`src/hw/raster_settings.svh`:
```
// ~~~~~~~~~~~~~~~~~~~~~~~~~~~~~~~~~~~~~~~~
// raster settings
// canvas size and colour width macros
// ~~~~~~~~~~~~~~~~~~~~~~~~~~~~~~~~~~~~~~~~

`ifndef RASTER_SETTINGS_SVH
`define RASTER_SETTINGS_SVH

`define COORD_W 5                          // 32 pixels per side
`define COLOR_W 24                         // 8 bits each of r, g, b

// one row major address per pixel
`define CANVAS_PIX (1 << (2 * `COORD_W))

`endif

```
`src/hw/frame_pkg.sv`:
```
// ~~~~~~~~~~~~~~~~~~~~~~~~~~~~~~~~~~~~~~~~
// frame package
// pixel coordinate, address and colour types
// ~~~~~~~~~~~~~~~~~~~~~~~~~~~~~~~~~~~~~~~~

`default_nettype none

`include "raster_settings.svh"

package frame_pkg;

	// one axis position on the canvas
	typedef logic [`COORD_W-1:0] coord_t;

	// frame buffer address as {row, column}
	typedef logic [2*`COORD_W-1:0] pix_addr_t;

	// packed rgb colour
	typedef logic [`COLOR_W-1:0] color_t;

endpackage

`default_nettype wire

```
`src/hw/span_tracker.sv`:
```
// ~~~~~~~~~~~~~~~~~~~~~~~~~~~~~~~~~~~~~~~~
// span tracker
// per row min and max x of the edge pixels
// ~~~~~~~~~~~~~~~~~~~~~~~~~~~~~~~~~~~~~~~~

`timescale 1ns/10ps
`default_nettype none

`include "raster_settings.svh"

module span_tracker (
	input  wire                      clk,
	input  wire                      rst,
	input  wire                      trk_clear,    // drops every row flag
	input  wire                      pix_valid,
	input  wire frame_pkg::coord_t   px,
	input  wire frame_pkg::coord_t   py,
	input  wire frame_pkg::coord_t   row,          // read select
	output logic                     row_valid,
	output frame_pkg::coord_t        row_min,
	output frame_pkg::coord_t        row_max
);
	import frame_pkg::*;

	localparam int ROWS = 1 << `COORD_W;

	logic [ROWS-1:0] valid_q;
	coord_t          min_q [ROWS];
	coord_t          max_q [ROWS];

	always_ff @(posedge clk)
	begin
		if (rst || trk_clear)
			valid_q <= '0;
		else if (pix_valid)
			valid_q[py] <= 1'b1;
	end

	// first pixel of a row seeds both bounds
	always_ff @(posedge clk)
	begin
		if (pix_valid)
		begin
			if (!valid_q[py] || (px < min_q[py]))
				min_q[py] <= px;
			if (!valid_q[py] || (px > max_q[py]))
				max_q[py] <= px;
		end
	end

	assign row_valid = valid_q[row];
	assign row_min   = min_q[row];
	assign row_max   = max_q[row];

endmodule

`default_nettype wire

```
`config.mk`:
```
export PLATFORM = sky130hd
export DESIGN_NAME = span_tracker
export DESIGN_NICKNAME = d
export VERILOG_FILES = /design/src/hw/frame_pkg.sv /design/src/hw/span_tracker.sv
export VERILOG_INCLUDE_DIRS = /design/src /design/src/hw
export SDC_FILE = /design/constraint.sdc
export NUM_CORES = 1
export LEC_CHECK = 0
export BUFFER_PORTS_ARGS = -buffer_cell sky130_fd_sc_hd__buf_2
export CORE_MARGIN = 2
export CORE_UTILIZATION = 45
export CTS_CLUSTER_DIAMETER = 40
export CTS_CLUSTER_SIZE = 40
export DETAILED_ROUTE_END_ITERATION = 10
export GPL_ROUTABILITY_DRIVEN = 0
export PLACE_DENSITY_LB_ADDON = 0.1
export SLEW_MARGIN = 20
export SYNTH_ARGS = -nofsm -noshare
export SYNTH_HDL_FRONTEND = slang
export SYNTH_SLANG_ARGS = --single-unit
```
`constraint.sdc`:
```
create_clock -name clk -period 5.07 [get_ports clk]
set_clock_uncertainty 0.15 [all_clocks]
set_input_delay 1.014 -clock clk [delete_from_list [all_inputs] [get_ports clk]]
set_output_delay 1.014 -clock clk [all_outputs]
set_load 0.02 [all_outputs]
```
== Yosys cells after proc, flatten, opt, wreduce, memory -nomap -nowiden ==
Memory sizes are Yosys's and may differ from the RTL's.
Index checks and enable logic that the tools add are counted.

* Bits in registers: 32
* Bits in writable memories: 320
* Bits of input ports: 19
* Output and inout port bits: 11
* Word-level logic and storage cells: 26
* Memories kept: 2

* Magnitude comparators: 5
* Multiplexer cells: 12
* Bitwise logic cells: 1
* Reduce and logical (&&, ||, !) cells: 5

{| class="wikitable"
|+ Memory list
! name !! words !! width !! read ports !! clocked after memory_dff !! write ports !! line !! text
|-
| max_q || 32 || 5 || 2 || 0 || 1 || span_tracker.sv:29 || <nowiki>coord_t max_q [ROWS];</nowiki>
|-
| min_q || 32 || 5 || 2 || 0 || 1 || span_tracker.sv:28 || <nowiki>coord_t min_q [ROWS];</nowiki>
|}

{| class="wikitable"
|+ Operator list
! kind !! count
|-
| $or A32 B32 Y32 || 1
|-
| $lt A5 B6 Y1 const B || 2
|-
| $bmux W1 S5 || 2
|-
| $mux W1 || 9
|-
| $demux W1 S5 || 1
|-
| $ge A5 B1 Y1 const B || 1
|-
| $gt A5 B5 Y1 || 1
|-
| $lt A5 B5 Y1 || 1
|-
| $logic_or A1 B1 Y1 || 3
|-
| $logic_and A1 B1 Y1 || 1
|-
| $logic_not A1 Y1 || 1
|}

== Logic depth before layout (Yosys ltp) ==
Gate-level depths: netlist of run 1.

* Word-level depth: 7
* Gate-level depth with buffers: 15
* Gate-level depth less buffers: 11

== Worst setup path after synthesis of run 1 ==
No wires, ideal clock.

* Path type: input-to-reg
* Start: in py[0]
* End: mem max_q[16][0] (netlist name), enable pin
* Library setup time: 376 ps
* Data arrival time: 4,032 ps
* Data required time: 4,544 ps
* Setup slack: 512 ps
* Stages: 15
* Buffers on the path: 5
* Cells stage by stage: buf_6 -> buf_4 -> buf_2 -> buf_4 -> mux4_2 -> a22oi_1 -> nand4_1 -> ha_1 -> nor2b_1 -> o21a_1 -> o21a_1 -> o21a_1 -> o22ai_1 -> clkbuf_1 -> a211oi_1

* Longest elaborated chain between the ends: 7
* Elaborated cells between the ends (all ways): 9

{| class="wikitable"
|+ Ends and longest elaborated chain
! element !! line !! text
|-
| from (decl) || span_tracker.sv:17 || <nowiki>input wire frame_pkg::coord_t py,</nowiki>
|-
| parallel branches: the longest is 7 deep, another holds $mem_v2 Z32 W5 || -- ||
|-
| to (decl) || span_tracker.sv:29 ||
|}

Parallel ways; which one is timed is not known. The select of a mux whose other input is x is not followed.

== Worst setup path in the final report of run 1 ==
* Start: in row[0]
* End: out row_max[1]

* Longest elaborated chain between the ends: 1

{| class="wikitable"
|+ Ends and longest elaborated chain
! element !! line !! text
|-
| from (decl) || span_tracker.sv:18 || <nowiki>input wire frame_pkg::coord_t row,</nowiki>
|-
| $mem_v2 Z32 W5 || -- ||
|-
| to (decl) || span_tracker.sv:21 || <nowiki>output frame_pkg::coord_t row_max</nowiki>
|}

No other way between the ends.

==> results of run 1 <==
## cells in the final DEF, fill, tap and decap left out, drive strengths merged, types with 9 or more instances in the layout
cell type,count
a211oi,20
a21oi,45
a22oi,38
buf,128
clkbuf,51
clkinv,19
dfxtp,32
edfxtp,320
ha,9
mux2,15
mux2i,26
mux4,183
nand2,23
nor2,21
nor3,56
## cell type report
class,count,area [um2]
Clock inverter,34,427
Multi-Input combinational cell,512,6430
Antenna cell,1,2.50
Tap cell,511,639
Inverter,1,3.75
Timing Repair Buffer,128,1110
Sequential cell,352,10200
Fill cell,3021,17500
Clock buffer,51,1200
## worst max-delay path: stages
cell and delay (ps):
buf_6 260, buf_12 290, mux4_2 590, mux4_2 550, mux2_2 310, buf_2 160
## per-layer routing
metal  track usage [%]  share of wire (%)  vias to the layer above
li1                  -                  -                     4267
met1              34.3                 40                     5303
met2              42.9                 49                      446
met3              5.27                7.4                       99
met4              10.7                3.7                        4
met5                 0              0.060                        -
## worst max path at each step
stage,startpoint,end,slack [ps],cells after the start
final,row[0],row_max[1],670,6
after global routing,py[1],max_q[11][4],590,13
after CTS,row[0],row_max[1],640,6
after detailed placement,py[1],max_q[11][4],140,13
after global placement,py[1],max_q[23][1],150,13
after floorplan,py[0],max_q[16][0],510,15
## state kept, by name, indices dropped and copies added, names as in the netlist
register  cells
max_q       160
min_q       160
valid_q      32
## kinds of logic (layout without fill, tap and decap cells)
family                   count (synthesis)  after routing  synth area share [%]
AO/OA/AOI/OAI                          129            129                  5.15
adder cells (fa/ha/maj)                  9              9                 0.658
buffers and inverters                   89            214                  2.58
flip-flops                             352            352                  59.9
multiplexers                           224            224                  26.6
other                                    0              1                     0
AND/OR/NAND/NOR                        150            150                  5.09
## metrics by stage
step	hold slack (ps)	instance area [um2]	setup slack, ps
final	369	20100	670
after global routing	383	20100	587
after CTS	369	20100	639
after detailed placement	355	18400	141
after global placement	351	18400	148
after floorplan	338	17100	512
## power by group through the flow
| stage | Combinational (W) | Sequential (W) | Clock, W |
|---|---|---|---|
| after floorplan | 0.000408 | 0.00325 | 0 |
| after global placement | 0.000704 | 0.00325 | 0 |
| after detailed placement | 0.000702 | 0.00325 | 0 |
| after CTS | 0.000704 | 0.00319 | 0.00344 |
| after global routing | 0.000738 | 0.00319 | 0.00355 |
| final | 0.000699 | 0.00319 | 0.00339 |
==> impl_metrics.json, run 1 <==
{
  "num_io_pins": 30,
  "drc": 0,
  "synth.most_common_cell": "edfxtp_1",
  "drt-initial-drc-count": 945,
  "vias": 10100,
  "tightestPinTransition_ps": 1030,
  "post-cts-setup-buffers": 0,
  "slew_viol_final": 0,
  "dp_cells": 1504,
  "p_seq_share_pct": 43.8,
  "post_cts_resized": 0,
  "fin_crit_sh_pct": 86.8,
  "cts_buffer_depth": 3,
  "clkTransAtPathRegs_ps": 50,
  "cts_buffers": 46,
  "cp_max_fo": 29,
  "viasPerCell": 6.36,
  "ir_drop_mv": 0.275,
  "powerDensity_nw_per_um2": 363,
  "hold_violations": 0,
  "pwr-share-clk_pct": 46.6,
  "min-delay-start": "valid_q[18]",
  "worstReg2RegStart": "min_q[31][2]",
  "syn_to_final_growth_pct": 17.2,
  "grt_usage_pct": 26.2,
  "synth_seq_cells": 352,
  "clock-sinks": 352,
  "fin_total_pwr_w": 0.00728,
  "synth.largest_area_cell": "edfxtp_1",
  "synth_edf_count": 320,
  "die_w_um": 199,
  "cts_max_level": 2,
  "finalSetupViolCount": 0,
  "ys_seq_area_share_pct": 59.9,
  "synthCells": 953,
  "initial_core_util_pct": 45.5,
  "crit_type": "input pin to primary output",
  "min_path_cells": 2,
  "wl_per_cell_um": 31.4,
  "r2r_setup_slack_ps": 1280,
  "min_to": "valid_q[18]",
  "die_h_um": 199,
  "p_int_w": 0.00553,
  "num_rows": 71,
  "fmax_ghz": 0.227,
  "ys_warn_count": 0,
  "slew_headroom_pct": 31.0,
  "fin_util_pct": 53.4,
  "hp-class": "flip-flop to flip-flop",
  "syn_nets": 981,
  "synth_area_um2": 17100,
  "clk_latency_ps": 600,
  "crit_arrival_ps": 3240,
  "cp.required_ps": 3910,
  "grt_pass1_vias": 10300,
  "grt_pass1_wl_mm": 72.3,
  "synth.avg_cell_area_um2": 18.0,
  "ant_nets": 0,
  "cp-start-kind": "input pin",
  "dp_hpwl_mm": 34.9,
  "routed_wl_mm": 49.9,
  "synth.distinct_cells": 46,
  "yosys_most_used_dff": "edfxtp_1",
  "finalSetupTns_ps": 0,
  "leakagePower_nw": 6.47,
  "async_reset_ff_share_pct": 0,
  "layout.cells.non_filler": 1590,
  "cp-end-kind": "primary output",
  "drtPass1Iterations": 5,
  "power_frac_comb_pct": 9.6,
  "port_buffers": 29,
  "synth_area_leaders": "edfxtp_1 (56%), mux4_2 (24%), dfxtp_1 (3.7%), a22oi_1 (1.7%), mux2i_1 (1.5%)",
  "cts_tree": "done",
  "die_area_um2": 39600,
  "grt_max_degree": 64,
  "status": "complete, no violations",
  "antenna_found_initial": 2,
  "cts-root-buf": "clkbuf_16",
  "rsz0062_at_grt": "no",
  "ctsHoldBuffers": 0,
  "r2r-end": "min_q[30][1]",
  "p_sw_w": 0.00175,
  "grt-ovfl-total": 0,
  "r2r_cells": 11,
  "switching_share_pct": 24.0,
  "synth_top_cells_by_count": "edfxtp_1 (320), mux4_2 (183), a21oi_1 (45), clkbuf_1 (41)",
  "yosysTopAreaCellShare_pct": 56.2,
  "layout-drive-gt1-share_pct": 40.1,
  "cap_violations": 0,
  "period_needed_ps": 4400,
  "core_um2": 37600,
  "finalNetCount": 1069
}
No activity file was read; power rests on OpenSTA's default activity.
==> run 2: changes to the inputs <==
--- a/config.mk
+++ b/config.mk
@@ -13,6 +13,7 @@
 export CTS_CLUSTER_SIZE = 40
 export DETAILED_ROUTE_END_ITERATION = 10
 export GPL_ROUTABILITY_DRIVEN = 0
+export MAX_ROUTING_LAYER = met4
 export PLACE_DENSITY_LB_ADDON = 0.1
 export SLEW_MARGIN = 20
 export SYNTH_ARGS = -nofsm -noshare
==> run 2 against run 1 <==
- critical path depth stayed put
- routed wire length hardly changed
- combinational power hardly changed
- flip-flop and latch count stayed put
- register-to-register slack hardly changed
- non-clock buffer count stayed put
==> impl_metrics.json, run 2 (synthesis gave the netlist of run 1 again) <==
{
  "slew_viol_final": 0,
  "hp-class": "flip-flop to flip-flop",
  "crit_slowest_cell": "mux4_2",
  "num_rows": 71,
  "drc": 0,
  "post-cts-setup-buffers": 0,
  "post_cts_resized": 0,
  "finalSetupTns_ps": 0,
  "fin_crit_sh_pct": 86.8,
  "clock-sinks": 352,
  "r2r-end": "max_q[11][4]",
  "finalSetupViolCount": 0,
  "min_path_cells": 2,
  "layout-drive-gt1-share_pct": 40.1,
  "path_common_cell": "mux4_2",
  "tightestPinTransition_ps": 1040,
  "fill_cells": 3019,
  "crit_arrival_ps": 3240,
  "slew_headroom_pct": 30.6,
  "powerDensity_nw_per_um2": 363,
  "die_h_um": 199,
  "die_w_um": 199,
  "cts-root-buf": "clkbuf_16",
  "reg_top3": "max_q: 160 flops, min_q: 160 flops, valid_q: 32 flops",
  "syn_to_final_growth_pct": 17.3,
  "place_ws_ps": 141,
  "num_io_pins": 30,
  "cp.required_ps": 3910,
  "final_common_cell": "edfxtp_1",
  "ant_nets": 0,
  "routed_wl_mm": 49.9,
  "cp-end-kind": "primary output",
  "cap_violations": 0,
  "cp-start-kind": "input pin",
  "grt_pass1_vias": 10300,
  "fmax_ghz": 0.227,
  "antenna_found_initial": 2,
  "final_cell_mix": "edfxtp_1 (320), mux4_2 (183), buf_4 (85), clkbuf_16 (46), a21oi_1 (45)",
  "clk_latency_ps": 610,
  "r2r_cells": 11,
  "rsz0062_at_grt": "no",
  "clkTransAtPathRegs_ps": 50,
  "drt-initial-drc-count": 946,
  "ctsHoldBuffers": 0,
  "cts_tree": "done",
  "leakagePower_nw": 6.47,
  "fin_total_pwr_w": 0.00729,
  "hold_violations": 0,
  "initial_core_util_pct": 45.5,
  "min_to": "valid_q[22]",
  "r2r_setup_slack_ps": 1290,
  "grt-ovfl-total": 0,
  "port_buffers": 29,
  "fin_util_pct": 53.4,
  "die_area_um2": 39600,
  "dp_hpwl_mm": 34.9,
  "viasPerCell": 6.29,
  "cts_buffers": 46,
  "cp_max_fo": 29,
  "cts_buffer_depth": 3,
  "status": "complete, no violations",
  "period_needed_ps": 4400,
  "slowest_delay_ps": 580,
  "path_cells": "buf_6 > buf_12 > mux4_2 > mux4_2 > mux2_2 > buf_2",
  "min-delay-start": "valid_q[22]",
  "drtPass1Iterations": 5,
  "finalNetCount": 1069,
  "setup_ws_ps": 667,
  "grt_pass1_wl_mm": 72.2,
  "ir_drop_mv": 0.276,
  "worstReg2RegStart": "max_q[31][1]",
  "vias": 10000,
  "grt_usage_pct": 27.0,
  "cts_max_level": 2,
  "crit_type": "input pin to primary output",
  "core_um2": 37600,
  "grt_max_degree": 64,
  "wl_per_cell_um": 31.3
}
-- run 2: cell count changes in the layout (fill, tap and decap cells not counted) --
cell and delta:
diode_2 +3
-- run 2: how the worst max path moves through the flow --
stage,startpoint,to,slack (ps),depth (start not counted)
2_1_floorplan,py[0],max_q[16][0],510,15
3_3_place_gp,py[1],max_q[23][1],150,13
3_5_place_dp,py[1],max_q[11][4],140,13
4_1_cts,row[0],row_max[1],640,6
5_1_grt,py[1],max_q[11][4],590,13
6_report,row[0],row_max[1],670,6
-- run 2: routing by layer --
layer | up-vias | wire length, um | track usage, %
li1 | 4273 | - | -
met5 | - | 0 | -
met3 | 87 | 3340 | 4.90
met4 | 0 | 1830 | 10.9
met2 | 403 | 24300 | 42.8
met1 | 5258 | 20500 | 34.6
-- run 2: cell type report --
cell class              count  area [um2]  area share [%]
multi-input cells         512        6430            32.0
clock inverters            34         427            2.13
well taps                 511         639            3.19
flip-flops and latches    352       10200            51.1
inverters                   1        3.75          0.0187
clock buffers              51        1200            5.98
diodes                      4        10.0          0.0499
repair buffers            128        1110            5.51
-- run 2: stage by stage --
stage	hold WS (ps)	area [um2]	cells
after global routing	383	20100	1591
after global placement	351	18400	1504
after CTS	369	20100	1589
after floorplan	338	17100	953
final	371	20100	1593
after detailed placement	355	18400	1504
-- run 2: power by group --
part | switching (W) | internal (W) | total, W
clock | 0.00134 | 0.00205 | 0.00340
combinational | 0.000404 | 0.000295 | 0.000699
sequential | 0.00000805 | 0.00318 | 0.00319
total | 0.00175 | 0.00553 | 0.00729
-- run 2: critical path: cells and delay by family --
family,cells,cell delay (ps)
mux,3,1440
buf+inv,3,730
==> run 3: changes to the inputs <==
==> constraint.sdc (replaced) <==
create_clock -name clk -period 5.6 [get_ports clk]
set_clock_uncertainty 0.15 [all_clocks]
set_input_delay 1.12 -clock clk [delete_from_list [all_inputs] [get_ports clk]]
set_output_delay 1.12 -clock clk [all_outputs]
set_load 0.02 [all_outputs]
==> run 3 against run 2 <==
- sequential share of layout area is 0.096 points higher
- flip-flop and latch count unchanged
- register-to-register slack improved by 380 ps
- count of clock-buffer cells in the layout is 4 higher
- non-clock buffer count is 26 lower
- critical path depth did not move
- via count increased by 1.2%
- core utilization shrank 0.10 points
- global-route usage rose by 0.43 points
- routed wire length is 1.5% higher
- critical path type unchanged
==> impl_metrics.json, run 3 (synthesis gave the netlist of run 1 again) <==
{
  "die_h_um": 199,
  "slew_headroom_pct": 33.5,
  "finalSetupTns_ps": 0,
  "dp_hpwl_mm": 34.5,
  "powerDensity_nw_per_um2": 342,
  "hp-class": "flip-flop to flip-flop",
  "hold_violations": 0,
  "viasPerCell": 6.43,
  "leakagePower_nw": 6.43,
  "layout-drive-gt1-share_pct": 40.0,
  "crit_arrival_ps": 3460,
  "crit_slowest_cell": "mux4_2",
  "slew_viol_final": 0,
  "ctsHoldBuffers": 0,
  "cp-end-kind": "primary output",
  "final_cell_mix": "edfxtp_1 (320), mux4_2 (183), buf_4 (62), clkbuf_16 (55), a21oi_1 (45)",
  "cts_buffers": 53,
  "post_cts_resized": 0,
  "wl_met2_mm": 24.2,
  "clock-sinks": 352,
  "vias": 10100,
  "finalNetCount": 1050,
  "grt_pass1_vias": 10200,
  "grt-ovfl-total": 0,
  "cts-root-buf": "clkbuf_16",
  "placed_cell_area_um2": 18200,
  "cts_max_level": 2,
  "final_area_um2": 20000,
  "final_common_cell": "edfxtp_1",
  "period_needed_ps": 4730,
  "initial_core_util_pct": 45.5,
  "fin_crit_sh_pct": 84.4,
  "m1WireLength_mm": 20.9,
  "cap_violations": 0,
  "die_w_um": 199,
  "cp.required_ps": 4330,
  "drc": 0,
  "fin_total_pwr_w": 0.00685,
  "num_rows": 71,
  "fill_cells": 2973,
  "critical_path_buf_inv_count": 3,
  "drt-initial-drc-count": 1057,
  "core_um2": 37600,
  "cp_max_fo": 29,
  "fmax_ghz": 0.212,
  "post-cts-setup-buffers": 0,
  "layout.cells.non_filler": 1578,
  "slowest_delay_ps": 570,
  "ant_nets": 0,
  "path_cells": "buf_6 > buf_12 > mux4_2 > mux4_2 > mux2_2 > buf_2",
  "syn_to_final_growth_pct": 17.1,
  "routed_wl_mm": 50.6,
  "clk_latency_ps": 590,
  "grt_max_degree": 48,
  "tightestPinTransition_ps": 992,
  "top_layer_used": "met4",
  "cts_buffer_depth": 3,
  "wl_met3_mm": 3.85,
  "num_antenna_cells": 0,
  "rsz0062_at_grt": "no",
  "die_area_um2": 39600,
  "ir_drop_mv": 0.238,
  "crit_family": "multiplexers",
  "wl_per_cell_um": 32.1,
  "status": "complete, no violations",
  "finalSetupViolCount": 0,
  "num_io_pins": 30,
  "dp_cells": 1478,
  "cp-start-kind": "input pin",
  "antenna_found_initial": 0,
  "crit_type": "input pin to primary output",
  "reg_top3": "max_q: 160 flops, min_q: 160 flops, valid_q: 32 flops",
  "clkTransAtPathRegs_ps": 50,
  "grt_usage_pct": 27.4,
  "path_common_cell": "mux4_2",
  "grt_pass1_wl_mm": 73.3,
  "cts_tree": "done",
  "drtPass1Iterations": 5,
  "port_buffers": 29
}
run 3: per-layer routing:
metal  track usage [%]  up-vias
li1                  -     4244
met1              37.2     5320
met2              42.1      473
met3              5.41      103
met4              8.51        0
met5                 -        -
run 3: layout make-up:
cell class | count | area [um2] | share of cell area, %
Clock inverter | 45 | 450 | 2.25
Inverter | 1 | 3.75 | 0.0187
Clock buffer | 55 | 1380 | 6.87
Timing Repair Buffer | 102 | 873 | 4.36
Sequential cell | 352 | 10200 | 51.2
Multi-Input combinational cell | 512 | 6430 | 32.1
Tap cell | 511 | 639 | 3.19
run 3: worst reg2reg max path, delay by kind of cell (launching register included):
family / cells / cell delay (ps)
simple gates: 2 / 720
fa+ha+maj: 1 / 240
buf+inv: 1 / 190
flops: 1 / 410
compound gates: 6 / 1330
mux: 1 / 530
run 3: report_power, final:
group / leakage, nW / switching, W / internal [W]
combinational: 2.41 / 0.000371 / 0.000250
clock: 0.890 / 0.00135 / 0.00199
sequential: 3.14 / 0.00000735 / 0.00288
run 3: path summary, 6_finish.rpt:
| check | start | end | slack (ps) | cells after the start |
|---|---|---|---|---|
| setup / recovery | row[0] | row_max[3] | 870 | 6 |
| hold / removal | valid_q[3] | valid_q[3] | 370 | 2 |
| setup reg to reg | min_q[18][2] | min_q[21][1] | 1670 | 11 |
| hold reg to reg | valid_q[3] | valid_q[3] | 370 | 2 |
run 3: through the flow:
stage	hold WS (ps)	utilization [%]	setup WS (ps)
3_3_place_gp	355	48.4	445
4_1_cts	370	53.3	837
3_5_place_dp	360	48.4	463
6_report	373	53.3	873
5_1_grt	393	53.3	778
2_1_floorplan	338	-	936
